[src/host_pkg.sv]
// Host domain LLC control package with widths, reset values, register map and shared types
package host_pkg;

  localparam int unsigned LiteAddrWidth   = 32;
  localparam int unsigned LiteDataWidth   = 32;
  localparam int unsigned AccessAddrWidth = 32;
  localparam int unsigned CounterWidth    = 32;
  localparam int unsigned NumCounters     = 5;

  // Returned for reads outside the register map
  localparam logic [LiteDataWidth-1:0] LlcCfgDefaultData = 32'hdeadf000;

  localparam logic [AccessAddrWidth-1:0] CacheStartReset = 32'h8000_0000;
  localparam logic [AccessAddrWidth-1:0] CacheEndReset   = 32'h9000_0000;
  localparam logic [AccessAddrWidth-1:0] SpmStartReset   = 32'h0000_0000;

  // Counter slots in the counter array
  localparam int unsigned CntRdHit  = 0;
  localparam int unsigned CntRdMiss = 1;
  localparam int unsigned CntWrHit  = 2;
  localparam int unsigned CntWrMiss = 3;
  localparam int unsigned CntDmaEvt = 4;

  // Word offsets, address bits 5:2
  typedef enum logic [3:0] {
    REG_CACHE_START = 4'd0,
    REG_CACHE_END   = 4'd1,
    REG_SPM_START   = 4'd2,
    REG_RD_HIT_CNT  = 4'd3,
    REG_RD_MISS_CNT = 4'd4,
    REG_WR_HIT_CNT  = 4'd5,
    REG_WR_MISS_CNT = 4'd6,
    REG_DMA_EVT_CNT = 4'd7
  } llc_reg_e;

  typedef enum logic [1:0] {
    RESP_OKAY   = 2'b00,
    RESP_SLVERR = 2'b10
  } lite_resp_e;

  typedef enum logic [1:0] {
    REGION_BYPASS = 2'd0,
    REGION_CACHED = 2'd1,
    REGION_SPM    = 2'd2
  } llc_region_e;

  typedef struct packed {
    logic [AccessAddrWidth-1:0] cache_start;
    logic [AccessAddrWidth-1:0] cache_end;
    logic [AccessAddrWidth-1:0] spm_start;
  } llc_window_t;

endpackage
[src/llc_cfg_if.sv]
// LLC configuration lite bus bundle between the top level and the register block
`timescale 1ns/1ps

interface llc_cfg_if import host_pkg::*; ();

  logic                     aw_valid;
  logic                     aw_ready;
  logic [LiteAddrWidth-1:0] aw_addr;
  logic                     w_valid;
  logic                     w_ready;
  logic [LiteDataWidth-1:0] w_data;
  logic                     b_valid;
  logic                     b_ready;
  lite_resp_e               b_resp;
  logic                     ar_valid;
  logic                     ar_ready;
  logic [LiteAddrWidth-1:0] ar_addr;
  logic                     r_valid;
  logic                     r_ready;
  logic [LiteDataWidth-1:0] r_data;
  lite_resp_e               r_resp;

  modport master (
    output aw_valid, aw_addr, w_valid, w_data, b_ready, ar_valid, ar_addr, r_ready,
    input  aw_ready, w_ready, b_valid, b_resp, ar_ready, r_valid, r_data, r_resp
  );

  modport slave (
    input  aw_valid, aw_addr, w_valid, w_data, b_ready, ar_valid, ar_addr, r_ready,
    output aw_ready, w_ready, b_valid, b_resp, ar_ready, r_valid, r_data, r_resp
  );

endinterface

[src/host_domain.sv]
// Host domain LLC control top with config slave, region decoder, counters and DMA event receiver
`timescale 1ns/1ps

module host_domain import host_pkg::*; (
  input  logic                       clk_i,
  input  logic                       rst_n_i,
  // LLC configuration bus
  input  logic                       cfg_aw_valid_i,
  input  logic [LiteAddrWidth-1:0]   cfg_aw_addr_i,
  input  logic                       cfg_w_valid_i,
  input  logic [LiteDataWidth-1:0]   cfg_w_data_i,
  input  logic                       cfg_b_ready_i,
  input  logic                       cfg_ar_valid_i,
  input  logic [LiteAddrWidth-1:0]   cfg_ar_addr_i,
  input  logic                       cfg_r_ready_i,
  output logic                       cfg_aw_ready_o,
  output logic                       cfg_w_ready_o,
  output logic                       cfg_b_valid_o,
  output lite_resp_e                 cfg_b_resp_o,
  output logic                       cfg_ar_ready_o,
  output logic                       cfg_r_valid_o,
  output logic [LiteDataWidth-1:0]   cfg_r_data_o,
  output lite_resp_e                 cfg_r_resp_o,
  // Cache event strobes
  input  logic                       llc_read_hit_i,
  input  logic                       llc_read_miss_i,
  input  logic                       llc_write_hit_i,
  input  logic                       llc_write_miss_i,
  // Memory accesses to classify
  input  logic                       access_valid_i,
  input  logic [AccessAddrWidth-1:0] access_addr_i,
  output logic                       region_valid_o,
  output llc_region_e                region_o,
  // Cluster DMA event
  input  logic                       dma_pe_evt_valid_i,
  output logic                       dma_pe_evt_ack_o,
  output logic                       dma_pe_evt_o
);

  llc_window_t                              window;
  logic [NumCounters-1:0][CounterWidth-1:0] counters;
  logic [NumCounters-1:0]                   counter_clr;
  logic                                     dma_evt;

  llc_cfg_if cfg_bus ();

  assign cfg_bus.aw_valid = cfg_aw_valid_i;
  assign cfg_bus.aw_addr  = cfg_aw_addr_i;
  assign cfg_bus.w_valid  = cfg_w_valid_i;
  assign cfg_bus.w_data   = cfg_w_data_i;
  assign cfg_bus.b_ready  = cfg_b_ready_i;
  assign cfg_bus.ar_valid = cfg_ar_valid_i;
  assign cfg_bus.ar_addr  = cfg_ar_addr_i;
  assign cfg_bus.r_ready  = cfg_r_ready_i;

  assign cfg_aw_ready_o = cfg_bus.aw_ready;
  assign cfg_w_ready_o  = cfg_bus.w_ready;
  assign cfg_b_valid_o  = cfg_bus.b_valid;
  assign cfg_b_resp_o   = cfg_bus.b_resp;
  assign cfg_ar_ready_o = cfg_bus.ar_ready;
  assign cfg_r_valid_o  = cfg_bus.r_valid;
  assign cfg_r_data_o   = cfg_bus.r_data;
  assign cfg_r_resp_o   = cfg_bus.r_resp;

  llc_cfg_regs i_llc_cfg_regs (
    .clk_i         ( clk_i       ),
    .rst_n_i       ( rst_n_i     ),
    .cfg           ( cfg_bus     ),
    .counters_i    ( counters    ),
    .counter_clr_o ( counter_clr ),
    .window_o      ( window      )
  );

  llc_perf_counters i_llc_perf_counters (
    .clk_i        ( clk_i            ),
    .rst_n_i      ( rst_n_i          ),
    .read_hit_i   ( llc_read_hit_i   ),
    .read_miss_i  ( llc_read_miss_i  ),
    .write_hit_i  ( llc_write_hit_i  ),
    .write_miss_i ( llc_write_miss_i ),
    .dma_evt_i    ( dma_evt          ),
    .clr_i        ( counter_clr      ),
    .counters_o   ( counters         )
  );

  llc_region_decoder i_llc_region_decoder (
    .clk_i          ( clk_i          ),
    .rst_n_i        ( rst_n_i        ),
    .window_i       ( window         ),
    .access_valid_i ( access_valid_i ),
    .access_addr_i  ( access_addr_i  ),
    .region_valid_o ( region_valid_o ),
    .region_o       ( region_o       )
  );

  edge_propagator_rx ep_dma_pe_evt_i (
    .clk_i   ( clk_i              ),
    .rst_n_i ( rst_n_i            ),
    .valid_i ( dma_pe_evt_valid_i ),
    .ack_o   ( dma_pe_evt_ack_o   ),
    .valid_o ( dma_evt            )
  );

  assign dma_pe_evt_o = dma_evt;

endmodule

[src/edge_propagator_rx.sv]
// Receiver for a toggle event crossing into this clock, with acknowledge and pulse output
`timescale 1ns/1ps

module edge_propagator_rx (
  input  logic clk_i,
  input  logic rst_n_i,
  input  logic valid_i,
  output logic ack_o,
  output logic valid_o
);

  logic [1:0] sync_q;
  logic       prev_q;
  logic       pulse_q;

  always_ff @(posedge clk_i) begin
    if (!rst_n_i) begin
      sync_q  <= '0;
      prev_q  <= 1'b0;
      pulse_q <= 1'b0;
    end else begin
      sync_q  <= {sync_q[0], valid_i};
      prev_q  <= sync_q[1];
      // One pulse per level change
      pulse_q <= sync_q[1] ^ prev_q;
    end
  end

  // Sender sees its toggle level returned once synchronized
  assign ack_o   = sync_q[1];
  assign valid_o = pulse_q;

endmodule

[src/llc_region_decoder.sv]
// Registered classifier of memory accesses into cached, scratchpad or bypass regions
`timescale 1ns/1ps

module llc_region_decoder import host_pkg::*; (
  input  logic                       clk_i,
  input  logic                       rst_n_i,
  input  llc_window_t                window_i,
  input  logic                       access_valid_i,
  input  logic [AccessAddrWidth-1:0] access_addr_i,
  output logic                       region_valid_o,
  output llc_region_e                region_o
);

  llc_region_e region_d;
  llc_region_e region_q;
  logic        valid_q;

  // Scratchpad window wins, start of zero disables it
  always_comb begin
    if (window_i.spm_start != '0 && access_addr_i >= window_i.spm_start) begin
      region_d = REGION_SPM;
    end else if (access_addr_i >= window_i.cache_start &&
                 access_addr_i < window_i.cache_end) begin
      region_d = REGION_CACHED;
    end else begin
      region_d = REGION_BYPASS;
    end
  end

  always_ff @(posedge clk_i) begin
    if (!rst_n_i) begin
      valid_q <= 1'b0;
    end else begin
      valid_q <= access_valid_i;
    end
  end

  always_ff @(posedge clk_i) begin
    if (access_valid_i) begin
      region_q <= region_d;
    end
  end

  assign region_valid_o = valid_q;
  assign region_o       = region_q;

endmodule

[src/llc_perf_counters.sv]
// LLC event counters for cache hit and miss strobes and DMA events
`timescale 1ns/1ps

module llc_perf_counters import host_pkg::*; (
  input  logic                                     clk_i,
  input  logic                                     rst_n_i,
  input  logic                                     read_hit_i,
  input  logic                                     read_miss_i,
  input  logic                                     write_hit_i,
  input  logic                                     write_miss_i,
  input  logic                                     dma_evt_i,
  input  logic [NumCounters-1:0]                   clr_i,
  output logic [NumCounters-1:0][CounterWidth-1:0] counters_o
);

  logic [NumCounters-1:0]                   strobe;
  logic [NumCounters-1:0][CounterWidth-1:0] cnt_q;

  assign strobe[CntRdHit]  = read_hit_i;
  assign strobe[CntRdMiss] = read_miss_i;
  assign strobe[CntWrHit]  = write_hit_i;
  assign strobe[CntWrMiss] = write_miss_i;
  assign strobe[CntDmaEvt] = dma_evt_i;

  for (genvar i = 0; i < NumCounters; i++) begin : g_cnt
    // Clear has priority, counters wrap
    always_ff @(posedge clk_i) begin
      if (!rst_n_i) begin
        cnt_q[i] <= '0;
      end else if (clr_i[i]) begin
        cnt_q[i] <= '0;
      end else if (strobe[i]) begin
        cnt_q[i] <= cnt_q[i] + 1'b1;
      end
    end
  end

  assign counters_o = cnt_q;

endmodule

[src/llc_cfg_regs.sv]
// LLC configuration slave holding the address windows and reading back event counters
`timescale 1ns/1ps

module llc_cfg_regs import host_pkg::*; (
  input  logic                                     clk_i,
  input  logic                                     rst_n_i,
  llc_cfg_if.slave                                 cfg,
  input  logic [NumCounters-1:0][CounterWidth-1:0] counters_i,
  output logic [NumCounters-1:0]                   counter_clr_o,
  output llc_window_t                              window_o
);

  logic                     b_valid_q;
  lite_resp_e               b_resp_q;
  logic                     r_valid_q;
  logic [LiteDataWidth-1:0] r_data_q;
  lite_resp_e               r_resp_q;
  llc_window_t              window_q;
  llc_window_t              window_d;
  logic                     wr_en;
  logic                     rd_en;
  llc_reg_e                 wr_off;
  llc_reg_e                 rd_off;
  lite_resp_e               wr_resp;
  logic [LiteDataWidth-1:0] rd_data;
  lite_resp_e               rd_resp;

  // One outstanding response per channel
  assign cfg.aw_ready = ~b_valid_q;
  assign cfg.w_ready  = ~b_valid_q;
  assign cfg.ar_ready = ~r_valid_q;
  assign cfg.b_valid  = b_valid_q;
  assign cfg.b_resp   = b_resp_q;
  assign cfg.r_valid  = r_valid_q;
  assign cfg.r_data   = r_data_q;
  assign cfg.r_resp   = r_resp_q;

  assign wr_en  = cfg.aw_valid & cfg.w_valid & ~b_valid_q;
  assign rd_en  = cfg.ar_valid & ~r_valid_q;
  assign wr_off = llc_reg_e'(cfg.aw_addr[5:2]);
  assign rd_off = llc_reg_e'(cfg.ar_addr[5:2]);

  // Write decode, counter offsets only clear
  always_comb begin
    window_d      = window_q;
    counter_clr_o = '0;
    wr_resp       = RESP_OKAY;
    if (wr_en) begin
      case (wr_off)
        REG_CACHE_START: window_d.cache_start = cfg.w_data;
        REG_CACHE_END:   window_d.cache_end   = cfg.w_data;
        REG_SPM_START:   window_d.spm_start   = cfg.w_data;
        REG_RD_HIT_CNT:  counter_clr_o[CntRdHit]  = 1'b1;
        REG_RD_MISS_CNT: counter_clr_o[CntRdMiss] = 1'b1;
        REG_WR_HIT_CNT:  counter_clr_o[CntWrHit]  = 1'b1;
        REG_WR_MISS_CNT: counter_clr_o[CntWrMiss] = 1'b1;
        REG_DMA_EVT_CNT: counter_clr_o[CntDmaEvt] = 1'b1;
        default:         wr_resp = RESP_SLVERR;
      endcase
    end
  end

  always_comb begin
    rd_data = LlcCfgDefaultData;
    rd_resp = RESP_OKAY;
    case (rd_off)
      REG_CACHE_START: rd_data = window_q.cache_start;
      REG_CACHE_END:   rd_data = window_q.cache_end;
      REG_SPM_START:   rd_data = window_q.spm_start;
      REG_RD_HIT_CNT:  rd_data = counters_i[CntRdHit];
      REG_RD_MISS_CNT: rd_data = counters_i[CntRdMiss];
      REG_WR_HIT_CNT:  rd_data = counters_i[CntWrHit];
      REG_WR_MISS_CNT: rd_data = counters_i[CntWrMiss];
      REG_DMA_EVT_CNT: rd_data = counters_i[CntDmaEvt];
      default:         rd_resp = RESP_SLVERR;
    endcase
  end

  always_ff @(posedge clk_i) begin
    if (!rst_n_i) begin
      b_valid_q            <= 1'b0;
      r_valid_q            <= 1'b0;
      window_q.cache_start <= CacheStartReset;
      window_q.cache_end   <= CacheEndReset;
      window_q.spm_start   <= SpmStartReset;
    end else begin
      window_q <= window_d;
      if (wr_en) begin
        b_valid_q <= 1'b1;
      end else if (cfg.b_ready) begin
        b_valid_q <= 1'b0;
      end
      if (rd_en) begin
        r_valid_q <= 1'b1;
      end else if (cfg.r_ready) begin
        r_valid_q <= 1'b0;
      end
    end
  end

  // Response payload, captured on acceptance
  always_ff @(posedge clk_i) begin
    if (wr_en) begin
      b_resp_q <= wr_resp;
    end
    if (rd_en) begin
      r_data_q <= rd_data;
      r_resp_q <= rd_resp;
    end
  end

  assign window_o = window_q;

endmodule

[config.mk]
export PLATFORM = sky130hd
export DESIGN_NAME = host_domain
export DESIGN_NICKNAME = d
export VERILOG_FILES = /design/src/host_pkg.sv /design/src/llc_cfg_if.sv /design/src/host_domain.sv /design/src/edge_propagator_rx.sv /design/src/llc_region_decoder.sv /design/src/llc_perf_counters.sv /design/src/llc_cfg_regs.sv
export SDC_FILE = /design/constraint.sdc
export NUM_CORES = 1
export LEC_CHECK = 0
export BUFFER_PORTS_ARGS = -buffer_cell sky130_fd_sc_hd__buf_2
export CORE_UTILIZATION = 56
export CTS_CLUSTER_SIZE = 16
export DETAILED_ROUTE_END_ITERATION = 16
export PLACE_DENSITY = 0.78
export REMOVE_ABC_BUFFERS = 1
export SLEW_MARGIN = 20
export SYNTH_ARGS = -nofsm -noshare
export SYNTH_HDL_FRONTEND = slang
export SYNTH_HIERARCHICAL = 1
export SYNTH_SLANG_ARGS = --single-unit
[constraint.sdc]
create_clock -name clk_i -period 5.3 [get_ports clk_i]
set_input_delay 1.06 -clock clk_i [delete_from_list [all_inputs] [get_ports clk_i]]
set_output_delay 1.06 -clock clk_i [all_outputs]
set_load 0.02 [all_outputs]
==> results of run 1 <==
==> cells by family (layout without fill, tap and decap cells) <==
family          Yosys count  in the layout  share of synthesized area (%)
simple gates            737            737                           23.0
flops                   299            299                           37.5
mux                      52             52                           3.86
compound gates          499            499                           19.2
other cells               1              3                         0.0222
buf+inv                 251            330                           6.16
fa+ha+maj               100            100                           7.40
xor+xnor                 56             56                           2.90
==> registers in the layout (all words and copies together) (netlist names) <==
| name | cells |
|---|---|
| i_llc_perf_counters/counters_o | 160 |
| i_llc_region_decoder/region_o | 2 |
| i_llc_cfg_regs/window_o | 96 |
| i_llc_cfg_regs/cfg.b_valid | 1 |
| ep_dma_pe_evt_i/valid_o | 1 |
| i_llc_region_decoder/region_valid_o | 1 |
| ep_dma_pe_evt_i/sync_q | 2 |
| i_llc_cfg_regs/cfg.b_resp | 1 |
| ep_dma_pe_evt_i/prev_q | 1 |
| i_llc_cfg_regs/cfg.r_resp | 1 |
| i_llc_cfg_regs/cfg.r_data | 32 |
| i_llc_cfg_regs/cfg.r_valid | 1 |
==> layer usage <==
layer,GRT usage [%],vias to the layer above,part of all wire (%)
li1,-,7503,-
met1,42.4,7612,42
met2,50.9,796,45
met3,3.42,120,9.3
met4,13.2,0,3.7
met5,0,-,0
==> power by group through the flow <==
stage / sequential (W) / combinational [W] / clock (W)
final: 0.00235 / 0.000402 / 0.00237
after global routing: 0.00235 / 0.000437 / 0.00247
after CTS: 0.00235 / 0.000393 / 0.00238
after detailed placement: 0.00240 / 0.000390 / 0
after global placement: 0.00240 / 0.000376 / 0
after floorplan: 0.00242 / 0.000181 / 0
==> path summary, 6_finish.rpt <==
path / start / end / slack, ns / depth (start not counted)
setup / recovery: cfg_ar_addr_i[3] / i_llc_cfg_regs/cfg.r_data[20] / 2.13 / 5
hold / removal: ep_dma_pe_evt_i/sync_q[0] / ep_dma_pe_evt_i/sync_q[1] / 0.45 / 1
setup reg to reg: i_llc_perf_counters/counters_o[42] / i_llc_perf_counters/counters_o[62] / 2.79 / 4
hold reg to reg: ep_dma_pe_evt_i/sync_q[0] / ep_dma_pe_evt_i/sync_q[1] / 0.45 / 1
==> placed cells by master, fill, tap and decap left out, types with 59 or more instances in the layout <==
cell type	instances
nand3_1	154
o31ai_1	59
a21oi_1	123
o21ai_0	99
or4_1	67
dfxtp_1	263
nand2_1	197
inv_1	123
ha_1	100
buf_2	127
nor2_1	91
==> cell type report <==
type | instances | area (um^2) | share of cell area, %
diodes | 1 | 2.50 | 0.0133
clock buffers | 42 | 891 | 4.75
clock inverters | 19 | 218 | 1.16
inverters | 125 | 469 | 2.50
multi-input cells | 1446 | 9560 | 51.0
flip-flops and latches | 299 | 6350 | 33.8
well taps | 390 | 488 | 2.60
repair buffers | 144 | 779 | 4.16
==> cell usage after synthesis (all sizes together) (25+ instances only) <==
library cell	instances	area (um^2)
dfxtp	263	5270
nand2	197	739
nand3	155	781
o21ai	130	651
inv	125	469
a21oi	123	616
ha	100	1250
nor2	91	342
clkbuf	71	269
or4	68	514
o31ai	59	443
buf	55	304
nand4	49	319
edfxtp	36	1080
a22oi	34	255
xnor2	31	272
nor4	29	181
or3	28	175
and3	26	168
mux2	26	293
a22o	25	219
xor2	25	219
==> stage by stage <==
| step | worst slack, ns | utilization (%) |
|---|---|---|
| finish | 2.13 | 63.3 |
| global route | 2.01 | 63.3 |
| CTS | 2.25 | 63.1 |
| detailed placement | 1.76 | 59.4 |
| global placement | 1.77 | 59.4 |
| floorplan | 2.32 | - |
==> impl_results.md, run 1 <==
- Post-route setup TNS: 0 ns
- Routed WL per cell: 20.1 um
- Internal portion of total power: 0.00386 W
- Via Count: 16000
- Height of the die: 176 um
- Peak supply drop: 0.173 mV
- # Max-Cap Violations: 0
- CP endpoint kind: flop
- Post-route DRC violation count: 0
- Delay of the slowest critical-path stage: 0.84 ns
- Slew Limit Fails: 0
- Power dissipated by switching net loads: 0.00126 W
- Post-layout power: 0.00512 W
- Port-buffer cells: 128
- WP buf/inv: 1
- Post-placement cell count: 2403
- Power density cells: 273 nW/um^2
- WL final: 49600 um
- Most instantiated flip-flop cell in the synthesis netlist: dfxtp_1
- Net Sw Frac: 24.5%
- Min Tclk post-route: 3.17 ns
- Share of layout cells above drive strength 1: 12.4%
- Run status: completed
- Largest driver fanout on the critical path: 33
- FF+latch count, synth: 299
- Clock tree from TritonCTS: yes
- Setup Fix Bufs, Post-CTS: 0
- Total of warnings raised by yosys: 6
- Crit path max-delay family: compound AO/OA/AOI/OAI gates
- CTS H-tree depth: 2
- Initial Util: 57.1%
- Detailed-placement wirelength estimate: 35800 um
- Data arrival, critical path: 3.43 ns
- Worst-case hold slack: 0.448 ns
- Root Buffer Master: clkbuf_16
- Transition time at the pin with the least slew margin: 1.07 ns
- Routability congestion estimate from global placement: 0.963
- First-pass GRT wire length: 77000 um
- Syn-to-layout area delta: 10.9%
- Final Skew: 0.0127 ns
- Die boundary width: 176 um
- Worst relative slew slack: 28.7%
- TritonCTS sink count: 299
- Final setup viols: 0
- Top-level port count: 187
- Post-synth cell types: 81
- Share of flip-flops with an asynchronous set or reset: 0%
- Tcrit/Tclk final: 59.9%
- Final number of hold-violating endpoints: 0
- Required time of the worst setup path: 5.56 ns
- Gate Count Post-Synth: 1995
- Post-Layout Inst Area: 18700 um^2
- Number of design-rule violations left by the first detailed-router iteration: 1893
- Number of iterations in the first detailed-routing pass: 6
- Number of rows created at floorplan: 63
- Sequential share of the synthesized area: 37.5%
- Number of cells in the finished layout apart from fillers: 2466
- Syn Std Cell Area: 16900 um^2
- Max clock buf depth: 3
- Total leakage power: 6.58 nW
- Worst-Skew Late Latency: 0.52 ns
- Unrepaired setup endpoints after global routing: false
- Resized cells post-CTS: 0
- Antenna violations before repair: 2
- Critical Setup Path Class: primary input to flop
- Die footprint: 30900 um^2
- Startpoint type of the worst setup path: primary input
- Achievable Freq: 0.315 GHz
- Vias in the first global route: 14500
- Pin count of the biggest net entering global routing: 93
- Post-DP Area: 17600 um^2
- Mean number of vias per cell: 6.50
- Remaining antenna violation count after routing: 0
- Reg power frac: 45.9%
- CP max-delay cell: and2_1
- Core footprint: 29600 um^2
- Mean cell area of the mapped netlist: 8.48 um^2
- Worst-path cell chain: buf_2, and2_1, a22oi_1, o22a_1, a31oi_1
- Nets: 2291
- Worst hold path type: flop to flop
- Power share of the combinational group: 7.8%
- Register clock-pin slew on the reported worst setup and hold paths: 0.06 ns
- Total GRT Usage: 31.4%
- TritonCTS Buffers: 34
- Global route overflow: 0
- Number of enable-type register cells in the synthesized netlist: 36
- Hold Buf Count CTS: 0
- Fillcell total: 2475
- Part of the total power dissipated in the clock network: 46.3%
No activity file was read; power rests on OpenSTA's default activity.
==> inputs of run 2 (changes only) <==
--- a/config.mk
+++ b/config.mk
@@ -5,11 +5,12 @@
 export SDC_FILE = /design/constraint.sdc
 export NUM_CORES = 1
 export LEC_CHECK = 0
+export ABC_AREA = 1
 export BUFFER_PORTS_ARGS = -buffer_cell sky130_fd_sc_hd__buf_2
-export CORE_UTILIZATION = 56
+export CORE_UTILIZATION = 55
 export CTS_CLUSTER_SIZE = 16
 export DETAILED_ROUTE_END_ITERATION = 16
-export PLACE_DENSITY = 0.78
+export PLACE_DENSITY = 0.79
 export REMOVE_ABC_BUFFERS = 1
 export SLEW_MARGIN = 20
 export SYNTH_ARGS = -nofsm -noshare
==> constraint.sdc (replaced) <==
create_clock -name clk_i -period 2.8 [get_ports clk_i]
set_input_delay 0.56 -clock clk_i [delete_from_list [all_inputs] [get_ports clk_i]]
set_output_delay 0.56 -clock clk_i [all_outputs]
set_load 0.02 [all_outputs]
==> run 2 against run 1 <==
  * Clock skew rose by 0.018 ns
  * Combinational power rose by 120%
  * Global-route usage rose by 1.9 points
  * Cell count increased by 42%
  * Largest power group is now sequential cells
  * Die area rose by 13%
  * First-iteration DRC count rose by 7.4%
  * Worst setup slack worse by 1.3 ns
  * Sequential power up 90%
  * Synthesized area grew 11%
  * Register-to-register slack worse by 1.9 ns
  * Via count grew 22%
  * Non-clock buffer count increased by 14
==> impl_results.md, run 2 <==
- Nets: 3263
- Top Metal Used: met5
- Required time of the worst setup path: 2.24 ns
- Root Buffer Master: clkbuf_16
- Synth top cells by count: nand2_1, nor2_1, nand3_1, inv_1, dfxtp_1
- Pin count of the biggest net entering global routing: 104
- Die footprint: 34900 um^2
- Delay of the slowest critical-path stage: 0.63 ns
- Unrepaired setup endpoints after global routing: false
- Most instantiated flip-flop cell in the synthesis netlist: dfxtp_1
- Largest family of logic cells by synthesized area: simple AND/OR/NAND/NOR gates
- Remaining antenna violation count after routing: 0
- Largest driver fanout on the critical path: 13
- Min Tclk post-route: 2.00 ns
- Flip-flop count of the largest register after layout: 160
- Adder-cell share of the synthesized area: 6.65%
- Number of enable-type register cells in the synthesized netlist: 36
- Fraction of synthesized area in multiplexers: 0%
- Vias in the first global route: 18400
- Sequential share of the synthesized area: 33.7%
- Peak supply drop: 0.420 mV
- Worst relative slew slack: 33.5%
- Setup Fix Bufs, Post-CTS: 0
- Initial Util: 56.0%
- Tcrit/Tclk final: 71.3%
- Number of design-rule violations left by the first detailed-router iteration: 2033
- Synthesized-area fraction occupied by ao, oa, aoi and oai cells: 6.63%
- Parity-gate share of the synthesized area counting xor and xnor cells: 1.07%
- FF+latch count, synth: 299
- Synth area leader: dfxtp_1
- Length of routed met3 wiring: 4500 um
- Hold Buf Count CTS: 0
- Routed WL per cell: 16.7 um
- Antenna fix cells: 0
- Post-placement worst setup slack: 0.568 ns
- Mean cell area of the mapped netlist: 6.42 um^2
- Area share of the largest cell type after synthesis: 28.0%
- Clock tree from TritonCTS: yes
- CP endpoint kind: primary output
- Height of the die: 187 um
- CTS H-tree depth: 2
- # Max-Cap Violations: 0
- Core footprint: 33600 um^2
- Port-buffer cells: 128
- Share of layout cells above drive strength 1: 10.6%
- Transition time at the pin with the least slew margin: 0.997 ns
- Worst path setup slack after routing: 0.804 ns
- Critical Setup Path Class: flop to primary output
- Die boundary width: 187 um
- Share of flip-flops with an asynchronous set or reset: 0%
- Total leakage power: 8.80 nW
- Final Skew: 0.0311 ns
- WL final: 58400 um
- CP max-delay cell: dfxtp_1
- Mean number of vias per cell: 5.58
- Leading cell types by total area after synthesis: dfxtp_1, nand2_1, nor2_1
- Total of warnings raised by yosys: 6
- Post-synth cell types: 44
- TritonCTS Buffers: 35
- Most common cell after layout, fill and taps aside: nand2_1
- Top-level port count: 187
- Power density cells: 460 nW/um^2
- Syn-to-layout area delta: 11.2%
- Via Count: 19500
- Achievable Freq: 0.501 GHz
- Final number of hold-violating endpoints: 0
- Max clock buf depth: 3
- Run status: completed
- Routed met1 length: 25100 um
- First-pass GRT wire length: 93800 um
- Number of rows created at floorplan: 67
- Startpoint type of the worst setup path: flop
- Register clock-pin slew on the reported worst setup and hold paths: 0.06 ns
- Post-route DRC violation count: 0
- Number of iterations in the first detailed-routing pass: 6
- Antenna violations before repair: 2
- Area fraction in and, or, nand and nor cells after synthesis: 42.8%
- Worst-Skew Late Latency: 0.54 ns
- Most frequent cell after synthesis: nand2_1
- Slew Limit Fails: 0
- Post-layout power: 0.00962 W
- Total GRT Usage: 33.2%
- Gate Count Post-Synth: 2928
- Total met2 wirelength after detailed routing: 26600 um
- Syn Std Cell Area: 18800 um^2
- Detailed-placement wirelength estimate: 43400 um
- TritonCTS sink count: 299
- Commonest non-fill, non-tap cells in the layout: nand2_1, nor2_1, nand3_1, inv_1, dfxtp_1
- WP buf/inv: 1
- Final setup viols: 0
- Worst hold path type: primary input to flop
- Resized cells post-CTS: 0
- Crit path max-delay family: flip-flops
- Global route overflow: 0
- Data arrival, critical path: 1.44 ns
- Routability congestion estimate from global placement: 0.980
- Worst-path cell chain: buf_2
## run 2: cell count changes after synthesis, moves of 37 or more
cell / before / now
nand3_1: 154 / 378
nor2_2: 0 / 37
nor2_1: 91 / 614
nand2_1: 197 / 652
o31ai_1: 59 / 0
inv_1: 123 / 300
or4_1: 67 / 0
## run 2: area by class of cell
| class | count | area, um^2 |
|---|---|---|
| fillers | 3148 | 12700 |
| multi-input cells | 2202 | 10800 |
| flip-flops and latches | 299 | 6350 |
| inverters | 326 | 1220 |
| clock buffers | 48 | 956 |
| repair buffers | 158 | 941 |
| well taps | 448 | 561 |
| clock inverters | 15 | 90.1 |
## run 2: tightest hold or removal path, delay by kind of cell
kind	cells	cell delay, ns
buf+inv	2	0.11
simple gates	1	0.04
## run 2: per-layer routing
layer | vias to the layer above | GRT usage (%)
met5 | - | 0
met4 | 4 | 14.5
met1 | 8984 | 44.4
met3 | 142 | 4.18
met2 | 817 | 54.0
li1 | 9548 | -
## run 2: final timing paths
path                                    start                          endpoint  slack [ns]  depth (start not counted)
hold / removal             dma_pe_evt_valid_i         ep_dma_pe_evt_i/sync_q[0]        0.21                          3
hold reg to reg     ep_dma_pe_evt_i/sync_q[0]         ep_dma_pe_evt_i/sync_q[1]        0.41                          2
setup reg to reg  i_llc_cfg_regs/window_o[15]  i_llc_region_decoder/region_o[0]        0.91                         12
setup / recovery      ep_dma_pe_evt_i/valid_o                      dma_pe_evt_o        0.80                          1
## run 2: metrics by stage
stage / hold WS [ns] / area (um^2) / setup TNS (ns) / cells / util (%)
final: 0.212 / 20900 / 0 / 3496 / 62.2
after detailed placement: 0.409 / 19900 / 0 / 3433 / 59.1
after global placement: 0.395 / 19900 / 0 / 3433 / 59.1
after floorplan: 0.386 / 18300 / -71.02 / 2827 / -
after CTS: 0.199 / 20900 / 0 / 3496 / 62.2
after global routing: 0.212 / 20900 / 0 / 3496 / 62.2
## run 2: report_power, final
part           leakage [nW]  switching (W)  internal (W)
registers              2.48      0.0000494       0.00441
logic                  5.80       0.000604      0.000291
clock network         0.518        0.00186       0.00240
total                  8.80        0.00252       0.00710
## run 2: kinds of logic after synthesis
| logic type | after synthesis |
|---|---|
| AND/OR/NAND/NOR | 1838 |
| buffers and inverters | 428 |
| flip-flops | 299 |
| AO/OA/AOI/OAI | 239 |
| adder cells (fa/ha/maj) | 100 |
| XOR/XNOR | 23 |
| other | 1 |
==> inputs of run 3 (changes only) <==
==> constraint.sdc (replaced) <==
create_clock -name clk_i -period 1.78 [get_ports clk_i]
set_input_delay 0.356 -clock clk_i [delete_from_list [all_inputs] [get_ports clk_i]]
set_output_delay 0.356 -clock clk_i [all_outputs]
set_load 0.02 [all_outputs]
==> run 3 against run 2 <==
  * Combinational power grew 80%
  * Sequential share of layout area down 1.5 points
  * Clock power grew 78%
  * Cell count grew 2.4%
  * Sequential power rose by 57%
  * Routed wire length is 3.8% higher
  * Final area is 5.7% higher
  * Clock-buffer cell count up 6
  * Critical endpoint is now i_llc_region_decoder/region_o[0]
  * Highest routed layer unchanged
==> impl_results.md, run 3 (synthesis results as in run 2) <==
- Run status: completed
- Max clock buf depth: 3
- Pin count of the biggest net entering global routing: 104
- Nets: 3341
- WHS Endpoint: i_llc_cfg_regs/cfg.b_resp[1]
- Worst reg2reg path startpoint: i_llc_cfg_regs/window_o[63]
- Endpoint of the worst register-to-register path: i_llc_region_decoder/region_o[0]
- Critical Setup Path Class: flop to flop
- Die footprint: 34900 um^2
- Detailed-placement wirelength estimate: 44900 um
- Reg2Reg Depth: 9
- Number of rows created at floorplan: 67
- Routability congestion estimate from global placement: 0.964
- Clock tree from TritonCTS: yes
- Global routing usage on met2: 53.2%
- Data arrival, critical path: 2.06 ns
- Slew Limit Fails: 0
- Final number of hold-violating endpoints: 0
- Commonest non-fill, non-tap cells in the layout: nand2_1, nor2_1, nand3_1, inv_1, dfxtp_1
- Met3 routing resource usage after global routing: 5.72%
- Vias in the first global route: 18700
- Beginning of the worst hold path: cfg_aw_addr_i[5]
- Crit-path most repeated cell: nor2_1
- Hold Buf Count CTS: 0
- Die boundary width: 187 um
- CP max-delay cell: dfxtp_1
- # Max-Cap Violations: 0
- Worst-Skew Late Latency: 0.53 ns
- Min Tclk post-route: 1.77 ns
- Height of the die: 187 um
- TritonCTS Buffers: 36
- Core footprint: 33600 um^2
- WL final: 60600 um
- Total leakage power: 9.36 nW
- Met1 usage: 43.4%
- Worst hold path type: primary input to flop
- Register clock-pin slew on the reported worst setup and hold paths: 0.06 ns
- Crit path max-delay family: simple AND/OR/NAND/NOR gates
- Mean number of vias per cell: 5.65
- Tcrit/Tclk final: 99.4%
- Top-level port count: 187
- Root Buffer Master: clkbuf_16
- Final Skew: 0.0135 ns
- First-pass GRT wire length: 94200 um
- Initial Util: 56.0%
- Required time of the worst setup path: 2.07 ns
- WP buf/inv: 1
- Routed WL per cell: 16.9 um
- Peak supply drop: 0.698 mV
- Post-route DRC violation count: 0
- Via Count: 20200
- Remaining antenna violation count after routing: 0
- Flip-flop count of the largest register after layout: 160
- Most common cell after layout, fill and taps aside: nand2_1
- Reg2reg setup slack: 0.01 ns
- Worst-path cell chain: inv_1, ha_1, nand2_1, nor2_1, nand3_2, nor2_1, nand2_1, nand3_2, nor2_1
- Cell depth of the worst hold path: 1
- Antenna violations before repair: 7
- Busiest layer in global routing: met2
- Final setup viols: 0
- Syn-to-layout area delta: 17.5%
- Largest driver fanout on the critical path: 3
- Global route overflow: 0
- Total GRT Usage: 33.4%
- TritonCTS sink count: 299
- Delay of the slowest critical-path stage: 0.40 ns
- Share of layout cells above drive strength 1: 14.8%
- Post-route setup TNS: 0 ns
- Fillcell total: 2993
- CP endpoint kind: flop
- Number of iterations in the first detailed-routing pass: 6
- Worst-case hold slack: 0.0176 ns
- Startpoint type of the worst setup path: flop
- Power density cells: 733 nW/um^2
- Number of design-rule violations left by the first detailed-router iteration: 1975
- Unrepaired setup endpoints after global routing: true
- CTS H-tree depth: 2
- Achievable Freq: 0.565 GHz
- Port-buffer cells: 128
## run 3: cell types whose count changed in the layout (fill, tap and decap cells not counted), moves of 9 or more
| cell | previous run | this run |
|---|---|---|
| buf_12 | 6 | 22 |
| buf_4 | 24 | 85 |
| dfxtp_1 | 263 | 240 |
| dfxtp_2 | 0 | 23 |
| ha_1 | 100 | 91 |
| ha_4 | 0 | 9 |
## run 3: layer usage
metal | share of wire, % | vias up
li1 | - | 9710
met1 | 42 | 9345
met2 | 44 | 966
met3 | 9.0 | 198
met4 | 5.2 | 6
met5 | 0.076 | -
## run 3: what timing repair did
item                                    in CTS  in global routing
buffers inserted                             0                  2
gates cloned                                 0                  0
pin swaps                                    1                 11
endpoints found under the setup margin       1                 11
gates resized for setup                      3                 55
## run 3: how the worst max path moves through the flow
| stage | from | endpoint | slack (ns) | depth (start not counted) |
|---|---|---|---|---|
| 5_1_grt | i_llc_cfg_regs/window_o[79] | i_llc_region_decoder/region_o[0] | -0.18 | 11 |
| 4_1_cts | i_llc_cfg_regs/window_o[63] | i_llc_region_decoder/region_o[0] | 0.01 | 9 |
| 3_3_place_gp | access_addr_i[15] | i_llc_region_decoder/region_o[0] | -0.08 | 12 |
| 6_report | i_llc_cfg_regs/window_o[63] | i_llc_region_decoder/region_o[0] | 0.01 | 9 |
| 2_1_floorplan | cfg_ar_addr_i[4] | i_llc_cfg_regs/cfg.r_data[12] | -3.04 | 5 |
| 3_5_place_dp | access_addr_i[15] | i_llc_region_decoder/region_o[0] | -0.14 | 12 |
## run 3: cell type report
class | instances | area, um^2 | area share, %
antenna | 4 | 10.0 | 0.0453
clock buffer | 54 | 1110 | 5.03
clock inverter | 11 | 111 | 0.504
inverter | 326 | 1230 | 5.55
multi-input combinational | 2202 | 11000 | 49.7
sequential | 299 | 6370 | 28.8
tap | 448 | 561 | 2.54
timing repair buffer | 235 | 1720 | 7.78
## run 3: through the flow
step / power (W) / setup slack, ns / cell area [um^2] / cells / utilization (%)
final: 0.0162 / 0.0113 / 22100 / 3579 / 65.7
after detailed placement: 0.00866 / -0.139 / 20600 / 3508 / 61.4
after global routing: 0.0167 / -0.185 / 22100 / 3577 / 65.7
after CTS: 0.0162 / 0.0117 / 21900 / 3573 / 65.0
after floorplan: 0.00791 / -3.04 / 18300 / 2827 / -
after global placement: 0.00860 / -0.0831 / 20600 / 3508 / 61.4
## run 3: report_power, final
group,total [W],switching (W),internal (W),leakage (nW)
Sequential,0.00700,0.0000688,0.00693,2.49
Clock,0.00760,0.00299,0.00462,0.609
Combinational,0.00161,0.00102,0.000586,6.26
